File: src/alu_pkg.sv
`default_nettype none

package alu_pkg;

  localparam int data_w    = 32;
  localparam int reg_n     = 16;
  localparam int reg_idx_w = 4;
  localparam int insn_w    = 32;
  localparam int imm_w     = 12;

  localparam int in_depth    = 4;  // sender credits after reset
  localparam int out_depth   = 4;
  localparam int out_credits = 4;  // receiver's initial grant

  localparam int slot_cnt_w   = $clog2(out_depth + 1);
  localparam int credit_cnt_w = $clog2(out_credits + 1);

  // flag register bits
  localparam int flag_z = 0;
  localparam int flag_v = 1;
  localparam int flag_s = 2;
  localparam int flag_c = 3;

  // lsb of each instruction field
  localparam int opcode_lsb = 28;
  localparam int cond_lsb   = 24;
  localparam int rd_lsb     = 20;
  localparam int ra_lsb     = 16;
  localparam int rb_lsb     = 12;
  localparam int imm_lsb    = 0;

  typedef enum logic [3:0] {
    op_add  = 4'd0,
    op_sub  = 4'd1,
    op_addi = 4'd2,
    op_and  = 4'd3,
    op_or   = 4'd4,
    op_xor  = 4'd5,
    op_shl  = 4'd6,
    op_shr  = 4'd7,
    op_sar  = 4'd8,
    op_sxt  = 4'd9,
    op_movi = 4'd10  // highest legal code
  } opcode_e;

  typedef enum logic [3:0] {
    cc_eq, cc_ne, cc_cs, cc_cc, cc_mi, cc_pl, cc_vs, cc_vc,
    cc_hi, cc_ls, cc_ge, cc_lt, cc_gt, cc_le, cc_al, cc_nv
  } cond_e;

  typedef struct packed {
    opcode_e                opcode;
    cond_e                  cond;
    logic [reg_idx_w-1:0]   rd;
    logic [data_w-1:0]      operand_a;
    logic [data_w-1:0]      operand_b;
    logic [imm_w-1:0]       imm;
    logic [3:0]             flags;  // flag register at issue
  } issue_t;

  typedef struct packed {
    logic [reg_idx_w-1:0]   rd;
    logic [data_w-1:0]      value;
    logic [3:0]             flags;
    logic                   executed;
    logic                   writes_flags;
  } result_t;

  // adder and logic ops own the flag register
  function automatic logic sets_flags(opcode_e op);
    return op inside {op_add, op_sub, op_addi, op_and, op_or, op_xor};
  endfunction

endpackage

`default_nettype wire

File: src/alu_core.sv
`default_nettype none

module alu_core (
  input  logic                          clk,
  input  logic                          rst,
  input  logic                          in_valid,
  input  logic [alu_pkg::insn_w-1:0]    in_insn,
  output logic                          in_credit,
  output logic                          out_valid,
  output logic [alu_pkg::reg_idx_w-1:0] out_rd,
  output logic [alu_pkg::data_w-1:0]    out_value,
  output logic [3:0]                    out_flags,
  output logic                          out_executed,
  input  logic                          out_credit
);

  logic [alu_pkg::reg_idx_w-1:0] rd_addr_a;
  logic [alu_pkg::reg_idx_w-1:0] rd_addr_b;
  logic [alu_pkg::data_w-1:0]    rd_data_a;
  logic [alu_pkg::data_w-1:0]    rd_data_b;
  logic [3:0]                    cur_flags;
  logic                          wb_valid;
  logic [alu_pkg::reg_idx_w-1:0] wb_rd;
  logic                          wb_flags_written;
  logic                          slot_release;
  logic                          issue_valid;
  alu_pkg::issue_t               issue;
  logic                          res_valid;
  alu_pkg::result_t              res;

  alu_decode u_decode (
    .clk              (clk),
    .rst              (rst),
    .in_valid         (in_valid),
    .in_insn          (in_insn),
    .rd_data_a        (rd_data_a),
    .rd_data_b        (rd_data_b),
    .cur_flags        (cur_flags),
    .wb_valid         (wb_valid),
    .wb_rd            (wb_rd),
    .wb_flags_written (wb_flags_written),
    .slot_release     (slot_release),
    .in_credit        (in_credit),
    .rd_addr_a        (rd_addr_a),
    .rd_addr_b        (rd_addr_b),
    .issue_valid      (issue_valid),
    .issue            (issue)
  );

  alu_execute u_execute (
    .clk         (clk),
    .rst         (rst),
    .issue_valid (issue_valid),
    .issue       (issue),
    .res_valid   (res_valid),
    .res         (res)
  );

  alu_result u_result (
    .clk              (clk),
    .rst              (rst),
    .res_valid        (res_valid),
    .res              (res),
    .rd_addr_a        (rd_addr_a),
    .rd_addr_b        (rd_addr_b),
    .out_credit       (out_credit),
    .rd_data_a        (rd_data_a),
    .rd_data_b        (rd_data_b),
    .cur_flags        (cur_flags),
    .wb_valid         (wb_valid),
    .wb_rd            (wb_rd),
    .wb_flags_written (wb_flags_written),
    .slot_release     (slot_release),
    .out_valid        (out_valid),
    .out_rd           (out_rd),
    .out_value        (out_value),
    .out_flags        (out_flags),
    .out_executed     (out_executed)
  );

endmodule

`default_nettype wire

File: src/alu_decode.sv
`default_nettype none

module alu_decode (
  input  logic                              clk,
  input  logic                              rst,
  input  logic                              in_valid,
  input  logic [alu_pkg::insn_w-1:0]        in_insn,
  input  logic [alu_pkg::data_w-1:0]        rd_data_a,
  input  logic [alu_pkg::data_w-1:0]        rd_data_b,
  input  logic [3:0]                        cur_flags,
  input  logic                              wb_valid,
  input  logic [alu_pkg::reg_idx_w-1:0]     wb_rd,
  input  logic                              wb_flags_written,
  input  logic                              slot_release,
  output logic                              in_credit,
  output logic [alu_pkg::reg_idx_w-1:0]     rd_addr_a,
  output logic [alu_pkg::reg_idx_w-1:0]     rd_addr_b,
  output logic                              issue_valid,
  output alu_pkg::issue_t                   issue
);

  logic [alu_pkg::insn_w-1:0]     head;
  logic                           q_empty;
  logic [3:0]                     head_raw_op;
  logic                           known_op;
  alu_pkg::opcode_e               head_op;
  alu_pkg::cond_e                 head_cond;
  logic [alu_pkg::reg_idx_w-1:0]  head_rd;
  logic [alu_pkg::reg_idx_w-1:0]  head_ra;
  logic [alu_pkg::reg_idx_w-1:0]  head_rb;
  logic                           head_sets_flags;
  logic [alu_pkg::reg_n-1:0]      busy;       // register scoreboard
  logic                           flag_busy;
  logic [alu_pkg::slot_cnt_w-1:0] reserved;   // output slots held
  logic                           reg_hazard;
  logic                           flag_hazard;
  logic                           slot_free;
  logic                           fire;

  credit_queue #(
    .payload_t (logic [alu_pkg::insn_w-1:0]),
    .depth     (alu_pkg::in_depth)
  ) u_in_q (
    .clk       (clk),
    .rst       (rst),
    .push      (in_valid),
    .push_data (in_insn),
    .pop       (fire),
    .pop_data  (head),
    .empty     (q_empty),
    .full      ()
  );

  assign head_raw_op = head[alu_pkg::opcode_lsb +: 4];
  assign known_op    = (head_raw_op <= 4'(alu_pkg::op_movi));
  assign head_op     = known_op ? alu_pkg::opcode_e'(head_raw_op) : alu_pkg::op_movi;
  // an unknown code turns into a movi that never executes
  assign head_cond   = known_op ? alu_pkg::cond_e'(head[alu_pkg::cond_lsb +: 4]) : alu_pkg::cc_nv;
  assign head_rd     = head[alu_pkg::rd_lsb +: alu_pkg::reg_idx_w];
  assign head_ra     = head[alu_pkg::ra_lsb +: alu_pkg::reg_idx_w];
  assign head_rb     = head[alu_pkg::rb_lsb +: alu_pkg::reg_idx_w];

  assign head_sets_flags = alu_pkg::sets_flags(head_op);

  assign reg_hazard  = busy[head_ra] | busy[head_rb] | busy[head_rd];
  // a second flag writer waits too, so one busy bit is enough
  assign flag_hazard = flag_busy & ((head_cond != alu_pkg::cc_al) | head_sets_flags);
  assign slot_free   = (int'(reserved) < alu_pkg::out_depth);
  assign fire        = !q_empty && !reg_hazard && !flag_hazard && slot_free;

  assign rd_addr_a = head_ra;  // regfile read is combinational
  assign rd_addr_b = head_rb;

  always_ff @(posedge clk) begin
    if (rst) begin
      busy        <= '0;
      flag_busy   <= 1'b0;
      reserved    <= '0;
      issue_valid <= 1'b0;
      in_credit   <= 1'b0;
    end else begin
      if (wb_valid) begin
        busy[wb_rd] <= 1'b0;
        if (wb_flags_written) begin
          flag_busy <= 1'b0;
        end
      end
      if (fire) begin
        busy[head_rd] <= 1'b1;
        if (head_sets_flags) begin
          flag_busy <= 1'b1;
        end
      end
      case ({fire, slot_release})
        2'b10:   reserved <= reserved + 1'b1;
        2'b01:   reserved <= reserved - 1'b1;
        default: ;
      endcase
      issue_valid <= fire;
      in_credit   <= fire;  // one credit back per instruction leaving
    end
  end

  always_ff @(posedge clk) begin
    if (fire) begin
      issue.opcode    <= head_op;
      issue.cond      <= head_cond;
      issue.rd        <= head_rd;
      issue.operand_a <= rd_data_a;
      issue.operand_b <= rd_data_b;
      issue.imm       <= head[alu_pkg::imm_lsb +: alu_pkg::imm_w];
      issue.flags     <= cur_flags;
    end
  end

  // slot_release from result must stay matched with issues here
  assert property (@(posedge clk) disable iff (rst) int'(reserved) <= alu_pkg::out_depth)
    else $error("alu_decode: output reservations above out_depth");

endmodule

`default_nettype wire

File: src/alu_execute.sv
`default_nettype none

module alu_execute (
  input  logic             clk,
  input  logic             rst,
  input  logic             issue_valid,
  input  alu_pkg::issue_t  issue,
  output logic             res_valid,
  output alu_pkg::result_t res
);

  logic [alu_pkg::data_w-1:0]    imm_sx;
  logic [alu_pkg::data_w-1:0]    add_b;
  logic                          add_cin;
  logic [alu_pkg::data_w:0]      sum;
  logic                          ovf;
  logic [alu_pkg::data_w-1:0]    logic_res;
  logic [4:0]                    shamt;
  logic [alu_pkg::data_w-1:0]    shift_res;

  logic                          s1_valid;
  alu_pkg::opcode_e              s1_op;
  logic [alu_pkg::reg_idx_w-1:0] s1_rd;
  logic                          s1_cond_ok;
  logic [alu_pkg::data_w:0]      s1_sum;
  logic                          s1_ovf;
  logic [alu_pkg::data_w-1:0]    s1_logic;
  logic [alu_pkg::data_w-1:0]    s1_shift;
  logic [alu_pkg::data_w-1:0]    s1_a;
  logic [alu_pkg::data_w-1:0]    s1_imm;
  logic [3:0]                    s1_flags;

  logic [alu_pkg::data_w-1:0]    value;
  logic [3:0]                    new_flags;
  logic                          s1_adder;

  function automatic logic cond_true(alu_pkg::cond_e cc, logic [3:0] f);
    logic c;
    logic s;
    logic v;
    logic z;
    c = f[alu_pkg::flag_c];
    s = f[alu_pkg::flag_s];
    v = f[alu_pkg::flag_v];
    z = f[alu_pkg::flag_z];
    case (cc)
      alu_pkg::cc_eq: return z;
      alu_pkg::cc_ne: return !z;
      alu_pkg::cc_cs: return c;
      alu_pkg::cc_cc: return !c;
      alu_pkg::cc_mi: return s;
      alu_pkg::cc_pl: return !s;
      alu_pkg::cc_vs: return v;
      alu_pkg::cc_vc: return !v;
      alu_pkg::cc_hi: return c && !z;
      alu_pkg::cc_ls: return !c || z;
      alu_pkg::cc_ge: return s == v;
      alu_pkg::cc_lt: return s != v;
      alu_pkg::cc_gt: return !z && (s == v);
      alu_pkg::cc_le: return z || (s != v);
      alu_pkg::cc_al: return 1'b1;
      default:        return 1'b0;  // nv
    endcase
  endfunction

  assign imm_sx = {{(alu_pkg::data_w - alu_pkg::imm_w){issue.imm[alu_pkg::imm_w-1]}}, issue.imm};

  always_comb begin
    add_b   = issue.operand_b;
    add_cin = 1'b0;
    case (issue.opcode)
      alu_pkg::op_sub: begin
        add_b   = ~issue.operand_b;  // a + ~b + 1, carry set means no borrow
        add_cin = 1'b1;
      end
      alu_pkg::op_addi: add_b = imm_sx;
      default: ;
    endcase
  end

  assign sum = {1'b0, issue.operand_a} + {1'b0, add_b} + {{alu_pkg::data_w{1'b0}}, add_cin};
  assign ovf = (issue.operand_a[alu_pkg::data_w-1] == add_b[alu_pkg::data_w-1]) &&
               (sum[alu_pkg::data_w-1] != issue.operand_a[alu_pkg::data_w-1]);

  always_comb begin
    case (issue.opcode)
      alu_pkg::op_and: logic_res = issue.operand_a & issue.operand_b;
      alu_pkg::op_or:  logic_res = issue.operand_a | issue.operand_b;
      default:         logic_res = issue.operand_a ^ issue.operand_b;
    endcase
  end

  // shl may take its amount from the immediate
  assign shamt = (issue.opcode == alu_pkg::op_shl && issue.imm[11]) ? issue.imm[4:0]
                                                                     : issue.operand_b[4:0];

  always_comb begin
    case (issue.opcode)
      alu_pkg::op_shl: shift_res = issue.operand_a << shamt;
      alu_pkg::op_shr: shift_res = issue.operand_a >> shamt;
      default:         shift_res = $signed(issue.operand_a) >>> shamt;
    endcase
  end

  always_ff @(posedge clk) begin
    if (rst) begin
      s1_valid  <= 1'b0;
      res_valid <= 1'b0;
    end else begin
      s1_valid  <= issue_valid;
      res_valid <= s1_valid;
    end
  end

  always_ff @(posedge clk) begin
    s1_op      <= issue.opcode;
    s1_rd      <= issue.rd;
    s1_cond_ok <= cond_true(issue.cond, issue.flags);
    s1_sum     <= sum;
    s1_ovf     <= ovf;
    s1_logic   <= logic_res;
    s1_shift   <= shift_res;
    s1_a       <= issue.operand_a;
    s1_imm     <= imm_sx;
    s1_flags   <= issue.flags;
  end

  assign s1_adder = s1_op inside {alu_pkg::op_add, alu_pkg::op_sub, alu_pkg::op_addi};

  always_comb begin
    case (s1_op)
      alu_pkg::op_and, alu_pkg::op_or, alu_pkg::op_xor: value = s1_logic;
      alu_pkg::op_shl, alu_pkg::op_shr, alu_pkg::op_sar: value = s1_shift;
      alu_pkg::op_sxt: begin
        case (s1_imm[1:0])
          2'd0:    value = {{24{s1_a[7]}}, s1_a[7:0]};
          2'd1:    value = {{16{s1_a[15]}}, s1_a[15:0]};
          default: value = {s1_a[7:0], s1_a[15:8], s1_a[23:16], s1_a[31:24]};
        endcase
      end
      alu_pkg::op_movi: value = s1_imm;
      default:          value = s1_sum[alu_pkg::data_w-1:0];  // adder ops
    endcase
  end

  always_comb begin
    new_flags = s1_flags;
    if (alu_pkg::sets_flags(s1_op)) begin
      new_flags[alu_pkg::flag_c] = s1_adder ? s1_sum[alu_pkg::data_w] : 1'b0;
      new_flags[alu_pkg::flag_v] = s1_adder ? s1_ovf : 1'b0;
      new_flags[alu_pkg::flag_s] = value[alu_pkg::data_w-1];
      new_flags[alu_pkg::flag_z] = (value == '0);
    end
  end

  always_ff @(posedge clk) begin
    res.rd           <= s1_rd;
    res.value        <= value;
    res.flags        <= new_flags;
    res.executed     <= s1_cond_ok;
    res.writes_flags <= alu_pkg::sets_flags(s1_op);  // kept even when not executed
  end

endmodule

`default_nettype wire

File: src/alu_result.sv
`default_nettype none

module alu_result (
  input  logic                          clk,
  input  logic                          rst,
  input  logic                          res_valid,
  input  alu_pkg::result_t              res,
  input  logic [alu_pkg::reg_idx_w-1:0] rd_addr_a,
  input  logic [alu_pkg::reg_idx_w-1:0] rd_addr_b,
  input  logic                          out_credit,
  output logic [alu_pkg::data_w-1:0]    rd_data_a,
  output logic [alu_pkg::data_w-1:0]    rd_data_b,
  output logic [3:0]                    cur_flags,
  output logic                          wb_valid,
  output logic [alu_pkg::reg_idx_w-1:0] wb_rd,
  output logic                          wb_flags_written,
  output logic                          slot_release,
  output logic                          out_valid,
  output logic [alu_pkg::reg_idx_w-1:0] out_rd,
  output logic [alu_pkg::data_w-1:0]    out_value,
  output logic [3:0]                    out_flags,
  output logic                          out_executed
);

  logic [alu_pkg::data_w-1:0]       regs [alu_pkg::reg_n];
  logic [3:0]                       flags_q;
  logic [alu_pkg::credit_cnt_w-1:0] credits;
  alu_pkg::result_t                 push_entry;
  alu_pkg::result_t                 head;
  logic                             q_empty;
  logic                             fire;

  assign rd_data_a = regs[rd_addr_a];
  assign rd_data_b = regs[rd_addr_b];
  assign cur_flags = flags_q;

  // every result frees its scoreboard entries, executed or not
  assign wb_valid         = res_valid;
  assign wb_rd            = res.rd;
  assign wb_flags_written = res.writes_flags;

  always_ff @(posedge clk) begin
    if (rst) begin
      for (int i = 0; i < alu_pkg::reg_n; i++) begin
        regs[i] <= '0;
      end
      flags_q <= '0;
    end else if (res_valid && res.executed) begin
      regs[res.rd] <= res.value;
      if (res.writes_flags) begin
        flags_q <= res.flags;
      end
    end
  end

  // report the flag register as it stands after this result
  always_comb begin
    push_entry = res;
    if (!(res.executed && res.writes_flags)) begin
      push_entry.flags = flags_q;
    end
  end

  credit_queue #(
    .payload_t (alu_pkg::result_t),
    .depth     (alu_pkg::out_depth)
  ) u_out_q (
    .clk       (clk),
    .rst       (rst),
    .push      (res_valid),
    .push_data (push_entry),
    .pop       (fire),
    .pop_data  (head),
    .empty     (q_empty),
    .full      ()
  );

  assign fire = !q_empty && (credits != '0);

  assign out_valid    = fire;
  assign slot_release = fire;
  assign out_rd       = head.rd;
  assign out_value    = head.value;
  assign out_flags    = head.flags;
  assign out_executed = head.executed;

  always_ff @(posedge clk) begin
    if (rst) begin
      credits <= alu_pkg::credit_cnt_w'(alu_pkg::out_credits);
    end else begin
      case ({fire, out_credit})
        2'b10:   credits <= credits - 1'b1;
        2'b01:   credits <= credits + 1'b1;
        default: ;
      endcase
    end
  end

  // the receiver never grants past its initial window
  assert property (@(posedge clk) disable iff (rst) int'(credits) <= alu_pkg::out_credits)
    else $error("alu_result: output credits above out_credits");

endmodule

`default_nettype wire

File: src/credit_queue.sv
`default_nettype none

module credit_queue #(
  parameter type payload_t = logic,
  parameter int  depth     = 4
) (
  input  logic     clk,
  input  logic     rst,
  input  logic     push,
  input  payload_t push_data,
  input  logic     pop,
  output payload_t pop_data,
  output logic     empty,
  output logic     full
);

  payload_t                   mem [depth];
  logic [$clog2(depth)-1:0]   rd_ptr;
  logic [$clog2(depth)-1:0]   wr_ptr;
  logic [$clog2(depth+1)-1:0] count;

  function automatic logic [$clog2(depth)-1:0] next_ptr(logic [$clog2(depth)-1:0] p);
    return (int'(p) == depth - 1) ? '0 : p + 1'b1;  // wraps for any depth
  endfunction

  assign pop_data = mem[rd_ptr];
  assign empty    = (count == '0);
  assign full     = (int'(count) == depth);

  always_ff @(posedge clk) begin
    if (push) begin
      mem[wr_ptr] <= push_data;
    end
  end

  always_ff @(posedge clk) begin
    if (rst) begin
      rd_ptr <= '0;
      wr_ptr <= '0;
      count  <= '0;
    end else begin
      if (push) begin
        wr_ptr <= next_ptr(wr_ptr);
      end
      if (pop) begin
        rd_ptr <= next_ptr(rd_ptr);
      end
      case ({push, pop})
        2'b10:   count <= count + 1'b1;
        2'b01:   count <= count - 1'b1;
        default: ;  // both or neither
      endcase
    end
  end

  // credits upstream must keep these from ever firing
  assert property (@(posedge clk) disable iff (rst) full |-> !push)
    else $error("credit_queue: push while full");

  assert property (@(posedge clk) disable iff (rst) empty |-> !pop)
    else $error("credit_queue: pop while empty");

endmodule

`default_nettype wire

File: config.mk
export PLATFORM = sky130hd
export DESIGN_NAME = alu_core
export DESIGN_NICKNAME = d
export VERILOG_FILES = /design/src/alu_pkg.sv /design/src/alu_core.sv /design/src/alu_decode.sv /design/src/alu_execute.sv /design/src/alu_result.sv /design/src/credit_queue.sv
export SDC_FILE = /design/constraint.sdc
export NUM_CORES = 2
export LEC_CHECK = 0
export CAP_MARGIN = 10
export CORE_MARGIN = 4
export CORE_UTILIZATION = 35
export DETAILED_ROUTE_END_ITERATION = 16
export DONT_BUFFER_PORTS = 1
export GPL_ROUTABILITY_DRIVEN = 0
export PLACE_DENSITY_LB_ADDON = 0.08
export SETUP_SLACK_MARGIN = 0.05
export SYNTH_ARGS = -nofsm -noshare
export SYNTH_HDL_FRONTEND = slang
export SYNTH_SLANG_ARGS = --single-unit
export TNS_END_PERCENT = 30
File: constraint.sdc
create_clock -name clk -period 15.3 [get_ports clk]
set_input_delay 3.06 -clock clk [delete_from_list [all_inputs] [get_ports clk]]
set_output_delay 3.06 -clock clk [all_outputs]
set_load 0.005 [all_outputs]
==> impl_metrics.env <==
export IMPL_worst_r2r_startpoint="u_decode.issue[88]$_DFFE_PN_"
export IMPL_fmax_mhz=178
export IMPL_cts_setup_buffers=0
export IMPL_initial_utilization=0.352
export IMPL_synth_cells=4094
export IMPL_grt_use_total=0.223
export IMPL_ys_seq_area_frac=0.570
export IMPL_outcome="complete, no violations"
export IMPL_worstPathArrival_ps=2570
export IMPL_yosysUniqueCellTypes=73
export IMPL_drc=0
export IMPL_holdPathStages=0
export IMPL_top_layer="met4"
export IMPL_vias_per_cell=5.59
export IMPL_routed_wl_met2_mm=87.0
export IMPL_cts_buffers=133
export IMPL_r2r_end="u_execute.s1_sum[28]$_DFF_P_"
export IMPL_slowest_stage="mux4_2"
export IMPL_synth_top_family_by_area="multiplexers"
export IMPL_synth_nets=4245
export IMPL_tns_ps=0
export IMPL_period_share=0.368
export IMPL_synthFlopType="edfxtp_1"
export IMPL_core_um2=158000
export IMPL_hold_viol_final=0
export IMPL_cp_start_kind="register"
export IMPL_worstMarginPinSlew_ps=1170
export IMPL_htreeDepth=4
export IMPL_ff_latch_area_um2=31800
export IMPL_setup_viol=0
export IMPL_drt_iter0_markers=3128
export IMPL_holdBufCountCts=0
export IMPL_nets=4156
export IMPL_overflow=0
export IMPL_multi_input_area_um2=22600
export IMPL_drtPass1Iterations=6
export IMPL_ant_nets=0
export IMPL_synth_top_cell_area_share=0.482
export IMPL_area_delta_synth_final_pct=11.7
export IMPL_ir_worst_vdd_uv=134
export IMPL_clk_transition_reported_paths_ps=60
export IMPL_routedWlPerCell_um=30.4
export IMPL_drt_wl_total_mm=188
export IMPL_dieArea_um2=166000
export IMPL_dp_hpwl_mm=129
export IMPL_synth_edff_count=896
export IMPL_portBuffers=0
export IMPL_drv_cap=0
export IMPL_power_total_w=0.0144
export IMPL_hold_ws_ps=325
export IMPL_fill_cells=14714
export IMPL_p_leak_nw=22.3
export IMPL_slew_headroom=0.212
export IMPL_worst_hold_startpoint="u_execute.s1_rd[1]$_DFF_P_"
export IMPL_period_needed_ps=5630
export IMPL_clock_skew_ps=26.7
export IMPL_drive_above_1_share=0.173
export IMPL_power_density_nw_per_um2=230
export IMPL_synth_fa_ha_area_frac=0.0266
export IMPL_synth_most_common_cell="edfxtp_1"
export IMPL_worstPathCellList="buf_4, mux4_2"
export IMPL_critPathKind="register to output port"
export IMPL_vias=34589
export IMPL_hold_end="u_execute.res[39]$_DFF_P_"
export IMPL_rr_worst_depth=15
export IMPL_cts_tree="yes"
export IMPL_r2r_slack_ps=9920
export IMPL_ctsResizeCount=0
export IMPL_met1_length_mm=85.9
export IMPL_clkLatencyLatePin_ps=770
export IMPL_die_h_um=407
export IMPL_cts_root_buf="clkbuf_16"
export IMPL_synth_seq_cells=1141
export IMPL_final_core_util=0.394
export IMPL_slew_viol_final=0
export IMPL_avgSynthCellArea_um2=13.6
export IMPL_setup_slack_ps=9670
export IMPL_hold_class="register to register"
export IMPL_netlist_area_um2=55800
export IMPL_wl_met3_mm=10.7
export IMPL_rsz0062_at_grt="no"
export IMPL_cts_buffer_depth=3
export IMPL_pre_cts_slack_ps=9400
export IMPL_required_ps=12240
export IMPL_ioPinCount=79
export IMPL_synthXorXnorAreaFrac=0.00628
export IMPL_cts_sinks=1141
export IMPL_crit_fanout=41
export IMPL_yosys_warnings=0
export IMPL_synthTopCellsByArea="edfxtp_1, mux4_2, dfxtp_1, and2_1, mux2i_1"
export IMPL_synth_compound_area_frac=0.0794
export IMPL_synth_commonest_cells="edfxtp_1, and2_1, mux4_2"
export IMPL_die_width_um=407
export IMPL_synthArstFlopShare=0
export IMPL_synth_simple_area_share=0.112
export IMPL_synthMuxAreaShare=0.177
export IMPL_grt_start_max_net_pins=97
export IMPL_antenna_found_initial=18
export IMPL_num_rows=146
export IMPL_grt_pass1_vias=34240
export IMPL_grt_pass1_wl_mm=267
export IMPL_synth_area_leader_cell="edfxtp_1"
export IMPL_end_kind="output port"
export IMPL_cp_slowest_stage_delay_ps=730
## worst max-delay path by stage
stage | startpoint | to | slack (ps) | depth (start not counted)
6_report | register | out_value[26] | 9670 | 2
3_3_place_gp | rst | u_result.regs[12][13]$_SDFFCE_PN0P_ | 9420 | 4
5_1_grt | register | out_value[26] | 9510 | 2
3_5_place_dp | rst | u_result.regs[12][21]$_SDFFCE_PN0P_ | 9400 | 4
4_1_cts | register | out_value[29] | 9550 | 2
2_1_floorplan | register | u_decode.u_in_q.count[2]$_SDFFE_PP0P_ | 8550 | 14
## through the flow
stage                     instance area (um^2)  cells
after floorplan                          55800   4094
after global placement                   58000   5942
after detailed placement                 58000   5942
after CTS                                62300   6187
after global routing                     62300   6187
final                                    62300   6193
## routing by layer
metal	global-route usage	vias up
met3	0.0363	232
met2	0.348	1051
met1	0.323	17910
met5	0	-
met4	0.0600	0
li1	-	15396
## critical path, delay by kind of cell, from the launching register on
family                 cells  cell delay (ps)
multiplexers               1              730
flip-flops                 1              330
buffers and inverters      1              680
## registers in the layout (all words and copies together) (netlist names), 3 cells and up, named ones only
register,cells
u_result.u_out_q.count,3
u_decode.u_in_q.mem,128
u_decode.u_in_q.count,3
u_result.u_out_q.mem,164
u_result.cur_flags,4
u_execute.s1_op,4
u_decode.busy,16
u_execute.s1_rd,4
u_execute.s1_shift,32
u_execute.s1_imm,12
u_execute.s1_logic,32
u_execute.s1_a,32
u_execute.s1_sum,33
u_result.regs,512
u_result.credits,3
u_decode.reserved,3
u_decode.issue,92
u_execute.res,42
u_execute.s1_flags,4
## cell type report
class,instances,area share
diodes,6,0.000241
flip-flops and latches,1141,0.511
inverters,96,0.00578
repair buffers,83,0.0102
clock buffers,179,0.0590
well taps,2072,0.0416
clock inverters,66,0.00986
multi-input cells,2550,0.363
## layout by cell type (no fill, tap or decap), drive strengths merged, types with 94 or more instances in the layout
cell and count:
nor2 200, nor2b 94, clkbuf 179, a21oi 189
dfxtp 245, inv 99, o21ai 139, nand2 200
edfxtp 896, ha 109, mux4 341, mux2i 199
and2 523
## cells by family after synthesis
logic type	count (synthesis)
buffers and inverters	403
adders and majority gates	115
xor gates and xnor gates	40
and+or+nand+nor	1167
muxes	556
DFF	1141
AOI/OAI and AO/OA	672
## power breakdown
| group | total (W) | switching [W] | internal, W |
|---|---|---|---|
| clock network | 0.00313 | 0.00134 | 0.00179 |
| registers | 0.00480 | 0.000714 | 0.00408 |
| logic | 0.00643 | 0.00420 | 0.00223 |
| total | 0.0144 | 0.00625 | 0.00811 |
Power figures use the tool's default switching activity.
